File: config.mk
export PLATFORM = sky130hd
export DESIGN_NAME = vslide_unit
export DESIGN_NICKNAME = d
export VERILOG_FILES = /design/src/logic/vslide_types_pkg.sv /design/src/logic/vslide_beat_pkg.sv /design/src/logic/lead_zero_count.sv /design/src/logic/slide_down_path.sv /design/src/logic/slide_merge.sv /design/src/logic/slide_up_path.sv /design/src/logic/vslide_unit.sv
export VERILOG_INCLUDE_DIRS = /design/src /design/src/logic
export SDC_FILE = /design/constraint.sdc
export NUM_CORES = 2
export LEC_CHECK = 0
export BUFFER_PORTS_ARGS = -buffer_cell sky130_fd_sc_hd__buf_2
export CORE_ASPECT_RATIO = 1.4
export CORE_MARGIN = 4
export CORE_UTILIZATION = 58
export DETAILED_ROUTE_END_ITERATION = 10
export PLACE_DENSITY_LB_ADDON = 0.05
export REMOVE_ABC_BUFFERS = 1
export SLEW_MARGIN = 15
export SYNTH_ARGS = -nofsm -noshare
export SYNTH_HDL_FRONTEND = slang
export SYNTH_SLANG_ARGS = --single-unit
export TNS_END_PERCENT = 1
File: constraint.sdc
create_clock -name clk -period 2.6 [get_ports clk]
set_input_delay 0 -clock clk [delete_from_list [all_inputs] [get_ports clk]]
set_output_delay 0 -clock clk [all_outputs]
set_load 0.05 [all_outputs]
File: src/logic/vslide_consts.svh
`ifndef VSLIDE_CONSTS_SVH
`define VSLIDE_CONSTS_SVH

////////////////////////////////////////////////////////////////////////////
// Beat geometry
////////////////////////////////////////////////////////////////////////////

// One beat of vector data
`define VS_DATA_W 64

// Byte lanes per beat
`define VS_BE_W 8

// Request address
`define VS_ADDR_W 32

// Element offset passed to the writeback side
`define VS_OFF_W 12

////////////////////////////////////////////////////////////////////////////
// Pipeline
////////////////////////////////////////////////////////////////////////////

// Input strobe to output strobe, in cycles
`define VS_LATENCY 6

`endif

File: src/logic/vslide_types_pkg.sv
`include "vslide_consts.svh"

package vslide_types_pkg;

  // One beat of element data
  typedef logic [`VS_DATA_W-1:0] vec_data_t;

  // Byte-lane mask, bit i covers byte i of the beat
  typedef logic [`VS_BE_W-1:0] byte_en_t;

  // Beat address
  typedef logic [`VS_ADDR_W-1:0] vaddr_t;

  // Element offset
  typedef logic [`VS_OFF_W-1:0] elem_off_t;

  // Element width code
  //   0 -> 8 bit, 1 -> 16 bit, 2 -> 32 bit, 3 -> 64 bit
  // Element width in bits is 8 << code
  typedef logic [1:0] sew_code_t;

  // Leading zeros of a byte mask, 0 up to VS_BE_W
  typedef logic [$clog2(`VS_BE_W + 1)-1:0] lzc_t;

endpackage

File: src/logic/vslide_beat_pkg.sv
package vslide_beat_pkg;

  import vslide_types_pkg::*;

  ////////////////////////////////////////////////////////////////////////////
  // Request side
  ////////////////////////////////////////////////////////////////////////////

  typedef struct packed {
    vec_data_t vec;     // Beat data
    vec_data_t scalar;  // Insert value, low element used
    sew_code_t sew;
    logic      down;    // 1 for slide-down, 0 for slide-up
    logic      start;   // First beat of the register
    logic      last;    // Final beat of the register
    vaddr_t    addr;
    byte_en_t  be;
    byte_en_t  avl_be;  // Active bytes, only looked at on the last beat
    elem_off_t off;
  } slide_req_t;

  // Stage 2 output of one direction
  typedef struct packed {
    vec_data_t vec;
  } path_res_t;

  ////////////////////////////////////////////////////////////////////////////
  // Response side
  ////////////////////////////////////////////////////////////////////////////

  typedef struct packed {
    vec_data_t vec;
    byte_en_t  be;
    vaddr_t    addr;
    elem_off_t off;
  } slide_resp_t;

endpackage

File: src/logic/lead_zero_count.sv
`timescale 1ns/1ps

module lead_zero_count #(
  parameter int WIDTH = 8
) (
  input  logic [WIDTH-1:0]           bits,
  output logic [$clog2(WIDTH+1)-1:0] count
);

  if (WIDTH == 1) begin : g_leaf
    assign count = ~bits[0];
  end else begin : g_split
    // Left half is a power of two, right half takes the rest
    localparam int L  = 2 ** ($clog2(WIDTH) - 1);
    localparam int R  = WIDTH - L;
    localparam int LW = $clog2(L + 1);
    localparam int RW = $clog2(R + 1);
    localparam int CW = $clog2(WIDTH + 1);

    logic [LW-1:0] left_count;
    logic [RW-1:0] right_count;
    logic          left_zero;
    logic          right_zero;

    lead_zero_count #(.WIDTH(L)) u_left (
      .bits  (bits[WIDTH-1 -: L]),
      .count (left_count)
    );

    lead_zero_count #(.WIDTH(R)) u_right (
      .bits  (bits[R-1:0]),
      .count (right_count)
    );

    // Count reaches L only when the whole left half is zero
    assign left_zero  = left_count[LW-1];
    assign right_zero = (right_count == RW'(R));

    // L is a power of two and the right count stays below it, so OR adds
    always_comb begin
      if (left_zero && right_zero) begin
        count = CW'(WIDTH);
      end else if (!left_zero) begin
        count = CW'(left_count);
      end else begin
        count = CW'(L) | CW'(right_count);
      end
    end
  end

endmodule

File: src/logic/slide_down_path.sv
`timescale 1ns/1ps

module slide_down_path (
  input  logic                        clk,
  input  logic                        rst,
  input  logic                        in_valid,
  input  vslide_beat_pkg::slide_req_t req,
  output vslide_beat_pkg::path_res_t  down_res
);

  import vslide_types_pkg::*;

  vec_data_t  vec_s0;
  vec_data_t  scalar_s0;
  sew_code_t  sew_s0;
  logic       last_s0;
  byte_en_t   avl_be_s0;
  logic [6:0] elem_w_s0;
  lzc_t       lzc_s0;
  vec_data_t  kept_s0;
  vec_data_t  carry_s0;
  vec_data_t  scalar_top_s0;
  vec_data_t  placed_s0;

  vec_data_t  kept_s1;
  vec_data_t  placed_s1;
  logic       last_s1;

  always_ff @(posedge clk) begin
    if (rst) begin
      vec_s0    <= '0;
      scalar_s0 <= '0;
      sew_s0    <= '0;
      last_s0   <= 1'b0;
      avl_be_s0 <= '0;
    end else begin
      vec_s0    <= in_valid ? req.vec : '0;
      scalar_s0 <= in_valid ? req.scalar : '0;
      sew_s0    <= in_valid ? req.sew : '0;
      last_s0   <= in_valid & req.last;
      avl_be_s0 <= in_valid ? req.avl_be : '0;
    end
  end

  // Unused bytes above the active part of the last beat
  lead_zero_count #(.WIDTH($bits(byte_en_t))) u_lzc (
    .bits  (avl_be_s0),
    .count (lzc_s0)
  );

  ////////////////////////////////////////////////////////////////////////////
  // Stage 0 shift
  ////////////////////////////////////////////////////////////////////////////

  // Lower half comes out already top aligned for the beat ahead
  always_comb begin
    elem_w_s0           = 7'd8 << sew_s0;
    {kept_s0, carry_s0} = {vec_s0, {$bits(vec_data_t){1'b0}}} >> elem_w_s0;
    scalar_top_s0       = scalar_s0 << (7'($bits(vec_data_t)) - elem_w_s0);
    // One byte down per unused byte lane
    placed_s0           = scalar_top_s0 >> {lzc_s0, 3'b000};
  end

  ////////////////////////////////////////////////////////////////////////////
  // Stages 1 and 2
  ////////////////////////////////////////////////////////////////////////////

  always_ff @(posedge clk) begin
    if (rst) begin
      kept_s1   <= '0;
      placed_s1 <= '0;
      last_s1   <= 1'b0;
      down_res  <= '0;
    end else begin
      kept_s1   <= kept_s0;
      placed_s1 <= placed_s0;
      last_s1   <= last_s0;
      // Following beat sits in stage 0 right now
      down_res.vec <= kept_s1 | (last_s1 ? placed_s1 : carry_s0);
    end
  end

endmodule

File: src/logic/slide_merge.sv
`timescale 1ns/1ps

`include "vslide_consts.svh"

module slide_merge (
  input  logic                         clk,
  input  logic                         rst,
  input  logic                         in_valid,
  input  vslide_beat_pkg::slide_req_t  req,
  input  vslide_beat_pkg::path_res_t   up_res,
  input  vslide_beat_pkg::path_res_t   down_res,
  output logic                         out_valid,
  output vslide_beat_pkg::slide_resp_t resp
);

  import vslide_types_pkg::*;

  localparam int N_STAGES  = `VS_LATENCY;
  // Stage where the path results are ready
  localparam int SEL_STAGE = 2;

  logic      valid_q [N_STAGES];
  logic      down_q  [SEL_STAGE+1];
  vaddr_t    addr_q  [N_STAGES];
  byte_en_t  be_q    [N_STAGES];
  elem_off_t off_q   [N_STAGES];
  vec_data_t res_q   [SEL_STAGE+1:N_STAGES-1];
  vec_data_t sel_vec;

  assign sel_vec = down_q[SEL_STAGE] ? down_res.vec : up_res.vec;

  always_ff @(posedge clk) begin
    if (rst) begin
      for (int s = 0; s < N_STAGES; s++) begin
        valid_q[s] <= 1'b0;
        addr_q[s]  <= '0;
        be_q[s]    <= '0;
        off_q[s]   <= '0;
      end
      for (int s = 0; s <= SEL_STAGE; s++) begin
        down_q[s] <= 1'b0;
      end
      for (int s = SEL_STAGE + 1; s < N_STAGES; s++) begin
        res_q[s] <= '0;
      end
    end else begin
      valid_q[0] <= in_valid;
      down_q[0]  <= in_valid & req.down;
      addr_q[0]  <= in_valid ? req.addr : '0;
      be_q[0]    <= in_valid ? req.be : '0;
      // Slide-down writes back from element zero
      off_q[0]   <= (in_valid && !req.down) ? req.off : '0;
      for (int s = 1; s < N_STAGES; s++) begin
        valid_q[s] <= valid_q[s-1];
        addr_q[s]  <= addr_q[s-1];
        be_q[s]    <= be_q[s-1];
        off_q[s]   <= off_q[s-1];
      end
      for (int s = 1; s <= SEL_STAGE; s++) begin
        down_q[s] <= down_q[s-1];
      end
      res_q[SEL_STAGE+1] <= sel_vec;
      for (int s = SEL_STAGE + 2; s < N_STAGES; s++) begin
        res_q[s] <= res_q[s-1];
      end
    end
  end

  ////////////////////////////////////////////////////////////////////////////
  // Output stage
  ////////////////////////////////////////////////////////////////////////////

  assign out_valid = valid_q[N_STAGES-1];
  assign resp.vec  = valid_q[N_STAGES-1] ? res_q[N_STAGES-1] : '0;
  assign resp.be   = be_q[N_STAGES-1];
  assign resp.addr = addr_q[N_STAGES-1];
  assign resp.off  = off_q[N_STAGES-1];

endmodule

File: src/logic/slide_up_path.sv
`timescale 1ns/1ps

module slide_up_path (
  input  logic                        clk,
  input  logic                        rst,
  input  logic                        in_valid,
  input  vslide_beat_pkg::slide_req_t req,
  output vslide_beat_pkg::path_res_t  up_res
);

  import vslide_types_pkg::*;

  vec_data_t  vec_s0;
  vec_data_t  scalar_s0;
  sew_code_t  sew_s0;
  logic       start_s0;
  logic [6:0] elem_w_s0;
  vec_data_t  kept_s0;
  vec_data_t  carry_s0;
  vec_data_t  fill_s0;

  vec_data_t  kept_s1;
  vec_data_t  carry_s1;
  vec_data_t  fill_s1;
  logic       start_s1;
  vec_data_t  carry_s2;

  // Stage 0 capture, empty slots hold zero
  always_ff @(posedge clk) begin
    if (rst) begin
      vec_s0    <= '0;
      scalar_s0 <= '0;
      sew_s0    <= '0;
      start_s0  <= 1'b0;
    end else begin
      vec_s0    <= in_valid ? req.vec : '0;
      scalar_s0 <= in_valid ? req.scalar : '0;
      sew_s0    <= in_valid ? req.sew : '0;
      start_s0  <= in_valid & req.start;
    end
  end

  // Upper half of the wide shift is the element leaving the top
  always_comb begin
    elem_w_s0           = 7'd8 << sew_s0;
    {carry_s0, kept_s0} = {{$bits(vec_data_t){1'b0}}, vec_s0} << elem_w_s0;
    fill_s0             = scalar_s0 & ~(vec_data_t'('1) << elem_w_s0);
  end

  always_ff @(posedge clk) begin
    if (rst) begin
      kept_s1  <= '0;
      carry_s1 <= '0;
      fill_s1  <= '0;
      start_s1 <= 1'b0;
      carry_s2 <= '0;
      up_res   <= '0;
    end else begin
      kept_s1  <= kept_s0;
      carry_s1 <= carry_s0;
      fill_s1  <= fill_s0;
      start_s1 <= start_s0;
      // Holds the outgoing element of the beat one ahead
      carry_s2 <= carry_s1;
      up_res.vec <= kept_s1 | (start_s1 ? fill_s1 : carry_s2);
    end
  end

endmodule

File: src/logic/vslide_unit.sv
`timescale 1ns/1ps

module vslide_unit (
  input  logic                         clk,
  input  logic                         rst,
  input  logic                         in_valid,
  input  vslide_beat_pkg::slide_req_t  req,
  output logic                         out_valid,
  output vslide_beat_pkg::slide_resp_t resp
);

  import vslide_beat_pkg::*;

  path_res_t up_res;
  path_res_t down_res;

  // Both directions run on every beat, merge picks one
  slide_up_path u_up (
    .clk      (clk),
    .rst      (rst),
    .in_valid (in_valid),
    .req      (req),
    .up_res   (up_res)
  );

  slide_down_path u_down (
    .clk      (clk),
    .rst      (rst),
    .in_valid (in_valid),
    .req      (req),
    .down_res (down_res)
  );

  slide_merge u_merge (
    .clk       (clk),
    .rst       (rst),
    .in_valid  (in_valid),
    .req       (req),
    .up_res    (up_res),
    .down_res  (down_res),
    .out_valid (out_valid),
    .resp      (resp)
  );

endmodule

# Word-level counts from Yosys, hierarchy flattened
# Memories as Yosys holds them, arrays and structs flattened.
# Cells that the tools add are included.
# word_totals
reg_bits,654
memories,6
inputBits,196
ram_bits,513
# classes
eq_ne,3
bitwise_logic,46
n_addsub,1
mux,54
n_shift,6
n_reduce_logical,10
# memory_table
name,words,width,read_ports,rd_ports_with_merged_regs,wr,line_no,source
u_merge.addr_q,6,32,6,0,6,slide_merge.sv:24,vaddr_t addr_q [N_STAGES];
u_merge.res_q,3,64,3,0,3,slide_merge.sv:27,vec_data_t res_q [SEL_STAGE+1:N_STAGES-1];
u_merge.off_q,6,12,6,0,6,slide_merge.sv:26,elem_off_t off_q [N_STAGES];
u_merge.be_q,6,8,6,0,6,slide_merge.sv:25,byte_en_t be_q [N_STAGES];
u_merge.valid_q,6,1,6,0,6,slide_merge.sv:22,logic valid_q [N_STAGES];
u_merge.down_q,3,1,3,0,3,slide_merge.sv:23,logic down_q [SEL_STAGE+1];
# ops
cell,count
$mux W64,7
$mux W32,7
$or A64 B64 Y64,2
$shl A64 B7 Y128,1
$shr A128 B7 Y128,1
$mux W12,7
$and A64 B64 Y64,1
$not A64 Y64,1
$shl A64 B7 Y64,1
$shl A64 B7 Y64 const A,1
$shr A64 B7 Y64,1
$mux W8,7
$or A1 B1 Y1,30
$mux W1,16
$mux W2,6
$mux W3,3
$not A1 Y1,9
$logic_and A1 B1 Y1,8
$shl A4 B2 Y7 const A,1
$sub A7 B7 Y7 const A,1
$eq A2 B2 Y1 const B,2
$mux W4,1
$and A1 B1 Y1,3
$eq A3 B3 Y1 const B,1
other kinds (2),2

# Logic depth before layout (Yosys ltp)
# depth
depth_word,10
ltp_mapped,9

# Modules after synthesis
# A second synthesis with hierarchy kept.
# unflattened
cells_unflattened,3920
area_unflattened_um2,42724.7
# by_module_without_submodules
module,n_inst,area_per_inst_um2,cells_each,seq_area_each_um2
slide_merge,1,15117.0,1277,10269.8
slide_up_path,1,14088.5,1278,9048.7
slide_down_path,1,13307.8,1336,6646.4
lead_zero_count (u_down.u_lzc.g_split.u_left ...),2,37.5,4,0.0
lead_zero_count (u_down.u_lzc.g_split.u_left.g_split.u_left ...),4,16.3,2,0.0
lead_zero_count (u_down.u_lzc),1,41.3,5,0.0
lead_zero_count (u_down.u_lzc.g_split.u_left.g_split.u_left.g_split.u_left ...),8,3.8,1,0.0

# Worst setup path before layout
# Ideal clock, no wire load.
# synth_timing
kind,register -> register
start,register u_down.avl_be_s0[4]
end,register u_down.placed_s1[7]
path_stages_with_launch,9
setup_ns,0.129
period_less_slack_ns,1.875
arrival_time_ns,1.747
setup_slack_ns,0.725
cell_sequence,dfxtp_1 -> nor2b_1 -> o21bai_2 -> and2_1 -> buf_6 -> buf_6 -> mux4_2 -> nand2_1 -> o21ai_0
# synth_via
elab_chain_len,9
elab_cells_between_ends,11
cone_classes,eq/ne (1); shift (1); mux (5); bitwise (1); reduce/logical (3)
# synth_lines
item,line_no,source
"start, declared",slide_down_path.sv:17,byte_en_t avl_be_s0;
"start signal, assigned",slide_down_path.sv:41,avl_be_s0 <= in_valid ? req.avl_be : '0;
$not A1 Y1 *,lead_zero_count.sv:11,assign count = ~bits[0];
$logic_and A1 B1 Y1 *,lead_zero_count.sv:41,if (left_zero && right_zero) begin
$mux W2 *,lead_zero_count.sv:41,
$eq A2 B2 Y1,lead_zero_count.sv:37,assign right_zero = (right_count == RW'(R));
$logic_and A1 B1 Y1,lead_zero_count.sv:41,
$mux W3 *,lead_zero_count.sv:41,
$mux W3 / $logic_and A1 B1 Y1 (equally long branches),"lead_zero_count.sv:43, lead_zero_count.sv:41",
$mux W4 *,lead_zero_count.sv:41,
$shr A64 B7 Y64 *,slide_down_path.sv:61,"placed_s0 = scalar_top_s0 >> {lzc_s0, 3'b000};"
"end signal, assigned",slide_down_path.sv:76,placed_s1 <= placed_s0;
"end, declared",slide_down_path.sv:26,vec_data_t placed_s1;
# Every way passes the cells marked *; elsewhere a longest branch is shown, timed or not.
# A chain may end at the register's enable or synchronous reset.

# Worst setup path after layout
# layout_timing
start,register u_down.sew_s0[1]
end,register u_down.placed_s1[3]
# layout_via
elab_chain_len,4
# layout_lines
item,line_no,source
"start, declared",slide_down_path.sv:15,sew_code_t sew_s0;
"start signal, assigned",slide_down_path.sv:39,sew_s0 <= in_valid ? req.sew : '0;
$shl A4 B2 Y7,slide_down_path.sv:57,elem_w_s0 = 7'd8 << sew_s0;
$sub A7 B7 Y7,slide_down_path.sv:59,scalar_top_s0 = scalar_s0 << (7'($bits(vec_data_t)) - elem_w_s0);
$shl A64 B7 Y64,slide_down_path.sv:59,
$shr A64 B7 Y64,slide_down_path.sv:61,
# Every way passes these cells.

==> metrics.sh <==
FIRST_GLOBAL_VIAS=26244
CLK_LATENCY_PS=660
TRITONCTS='yes'
FLOORPLAN.INITIALDENSITY_PCT=58.85
HOLD_VIOL=0
FINAL_DESIGN_AREA_NO_FILL_MM2=0.04514
GRT_MAX_DEGREE=164
CRIT_PATH_START_KIND='flip-flop'
ROUTABILITYCONGESTION=0.8714
POST_DETAILED_PLACEMENT_HALF_PERIMETER_WIRELENGTH_UM=57760
ARRIVAL_PS=2870
TOTALWIRELENGTH_UM=91670
VIA_PER_INST=5.283
FLOORPLAN.IO_PINS=313
TIMING.CRITICAL_PATH.FROM='u_down.sew_s0[1]'
RSZ0062_AT_GRT='false'
GROUTE.USAGE.OVERALL_PCT=26.08
CTS.HTREE.LEVELS=3
CRITICAL_PATH_PEAK_FANOUT=54
FP.DIEH_UM=308.2
TIMING_MAX_TRANSITION_VIOLATIONS_FINAL=0
R2R_CELLS=5
FLOORPLAN.DIE.WIDTH_UM=222.4
GRT_FIRST_PASS_WIRELENGTH_UM=144000
AREA.GROWTH.SYNTH_TO_FINAL_PCT=20.95
P_LEAK_nW=18.68
CTS_BUFFERS=101
SYNTH_SEQ_CELLS=1167
FINAL.FILL_COUNT=4566
CTS-ROOT-BUF='clkbuf_16'
IRDROPWORSTVDD_uV=806.6
FINISH.CELL_COUNT_WITHOUT_FILLERS=4866
CORE_MM2=0.06342
WORST_HOLD_PATH.NUM_CELLS=3
MIN_PERIOD_OVER_PERIOD_PCT=89.20
FINAL-SETUP-VIOL-COUNT=0
HOLD_PATH_STARTPOINT='req[86]'
SYNTHESIS.INSTANCES=3494
ROUTE.VIAS.TOTAL=25707
DIE-AREA_MM2=0.06853
YS.FLOP_TYPE='dfxtp_1'
DR.PASS1.ITERS=7
REG2REG_SLACK_PS=280
SYNTH.YOSYS.SEQ_AREA_SHARE_PCT=62.59
WORST_ENDPOINT_REQUIRED_TIME_PS=3150
CRITPATHCAPTURETYPE='flip-flop'
DRC_ERRORS=0
FINAL_UTIL_PCT=71.18
IO_BUFFERS=312
CTS-ROOT-TO-SINK-BUFFERS=3
HP-CLASS='input port to flip-flop'
ANT_NETS=0
SYNTHARSTFLOPSHARE_PCT=0
SYN-CELL-AREA_MM2=0.03732
FIN_WORST_SKEW_PS=19.26
WORST-SLEW-PIN-TRANSITION_PS=1160
SYNTH-EDFF-COUNT=0
POWER_PER_CELL_AREA_mW_PER_MM2=786.5
DRTITER0DRC=2188
REPORTED_MAX_CAP_VIOLATION_COUNT=0
FLOORPLAN.ROWS=109
REG_TOP3='u_merge.addr_q: 192 flops, u_merge.res_q: 192 flops, u_merge.off_q: 72 flops'
CTS.SINKS=1167
CLKTRANSATPATHREGS_PS=70
SYN_AVG_CELL_AREA_UM2=10.68
OUTCOME='complete, no violations'
MOSTFREQUENTLAYOUTCELL='dfxtp_1'
FINAL_NET_COUNT=4144
FINAL_CELL_MIX='1,161 x dfxtp_1, 538 x nor2b_1, 311 x buf_2, 300 x and2_1, 260 x nor2_1'
AVGROUTEDWIREPERCELL_UM=18.84
RR_ENDPOINT='u_down.placed_s1[3]'
CRIT-REG2REG-LAUNCH='u_down.sew_s0[1]'
HOLD_SLACK_PS=66.97
SYNTHDISTINCTLIBCELLS=48
ANTENNA_FOUND_INITIAL=2
SLEW_HEADROOM_PCT=22.01
CRITICAL_PATH_CLASS='flip-flop to flip-flop'
FMAXACHIEVABLE_MHz=431.2
FINALCRITICALPERIOD_PS=2319
TOTAL_PLACED_CELLS_INCLUDING_TAP_CELLS=4467
HOLD_END='u_down.scalar_s0[21]'
GRT_REMAINING_OVERFLOW=0
DETAILED_PLACE.AREA_MM2=0.03964
POST_ROUTE_CELLS_DRIVE_ABOVE_1_SHARE_PCT=15.55
YOSYS_WARNING_COUNT=0
## routing by layer
layer	vias to the layer above	global-route usage, %	wire, um	part of all wire (%)
met4	0	10.43	3500	3.8
met1	12225	33.32	38780	42
met5	-	0	0	0
li1	12372	-	-	-
met3	212	3.751	4968	5.4
met2	898	44.93	44430	48
## worst max-delay path, cell delays in order, from the launching register on
cell and delay, ps:
dfxtp_4 550, buf_4 570, mux4_2 450, a21oi_1 310, mux2_2 240, o21ai_1 70
## worst max path at each step
stage / slack [ps] / depth (start not counted) / end
after global routing: 140 / 8 / u_down.placed_s1[6]
final: 280 / 5 / u_down.placed_s1[3]
after detailed placement: 210 / 8 / u_down.placed_s1[6]
after CTS: 190 / 8 / u_down.placed_s1[6]
after global placement: 410 / 5 / u_down.placed_s1[18]
after floorplan: -4160 / 3 / u_up.carry_s1[40]
## cell usage after synthesis, types with 2 or more instances
library cell / instances / area [um2]
dfxtp_1: 1167 / 23360
nor2b_1: 539 / 3372
and2_1: 301 / 1883
nor2_1: 263 / 987.2
a21oi_1: 194 / 970.9
clkbuf_1: 183 / 686.9
nand2_1: 123 / 461.7
mux2i_1: 97 / 970.9
a211oi_1: 81 / 608.1
nand2b_1: 69 / 431.7
and3_1: 68 / 425.4
a31oi_1: 42 / 262.8
a21o_1: 40 / 300.3
mux2_2: 35 / 394.1
a311oi_1: 34 / 297.8
buf_2: 30 / 150.1
nand3b_1: 28 / 210.2
nand3_1: 23 / 115.1
o21ai_0: 22 / 110.1
buf_1: 21 / 78.83
a221oi_1: 20 / 175.2
buf_4: 20 / 150.1
a22oi_1: 18 / 135.1
mux4_2: 15 / 337.8
nor3_1: 15 / 75.07
o31ai_1: 7 / 52.55
o22ai_1: 5 / 31.28
o21ai_1: 4 / 20.02
buf_6: 3 / 33.78
o221a_2: 3 / 33.78
o221ai_1: 3 / 26.28
a31o_2: 2 / 17.52
nor4_2: 2 / 25.02
o211ai_1: 2 / 15.01
or2_2: 2 / 12.51
## logic make-up after synthesis
kind of cell,after synthesis,synth area share [%]
AOI/OAI and AO/OA,485,8.394
buffers and inverters,259,2.967
DFF,1167,62.59
muxes,147,4.563
other,1,0.01005
and+or+nand+nor,1435,21.47
## area by class of cell
cell class	count	area, um2	share of cell area, %
inverters	2	7.507	0.01663
multi-input cells	2083	12950	28.68
clock inverters	55	616.8	1.366
repair buffers	593	4369	9.679
diodes	3	7.507	0.01663
well taps	832	1041	2.306
clock buffers	131	2771	6.139
flip-flops and latches	1167	23380	51.80
## stage by stage
| step | setup slack, ps | power [mW] | TNS (ps) |
|---|---|---|---|
| floorplan | -4156 | 19.66 | -1313250 |
| global placement | 410.6 | 20.47 | 0 |
| detailed placement | 209.1 | 20.50 | 0 |
| CTS | 193.8 | 35.78 | 0 |
| global route | 143.7 | 36.71 | 0 |
| finish | 280.9 | 35.51 | 0 |
## power breakdown
part | internal [mW] | switching, mW | total [mW]
registers | 18.3 | 0.232 | 18.5
logic | 0.843 | 1.03 | 1.87
clock network | 8.51 | 6.61 | 15.1
total | 27.6 | 7.88 | 35.5
## timing repair
item                                    in CTS  in global routing
endpoints found under the setup margin       0                  8
endpoints found under the hold margin      257                  0
resized for setup                            0                  1
hold buffers                               210                  0
buffers inserted                             0                  0
No activity file was read; power rests on OpenSTA's default activity.
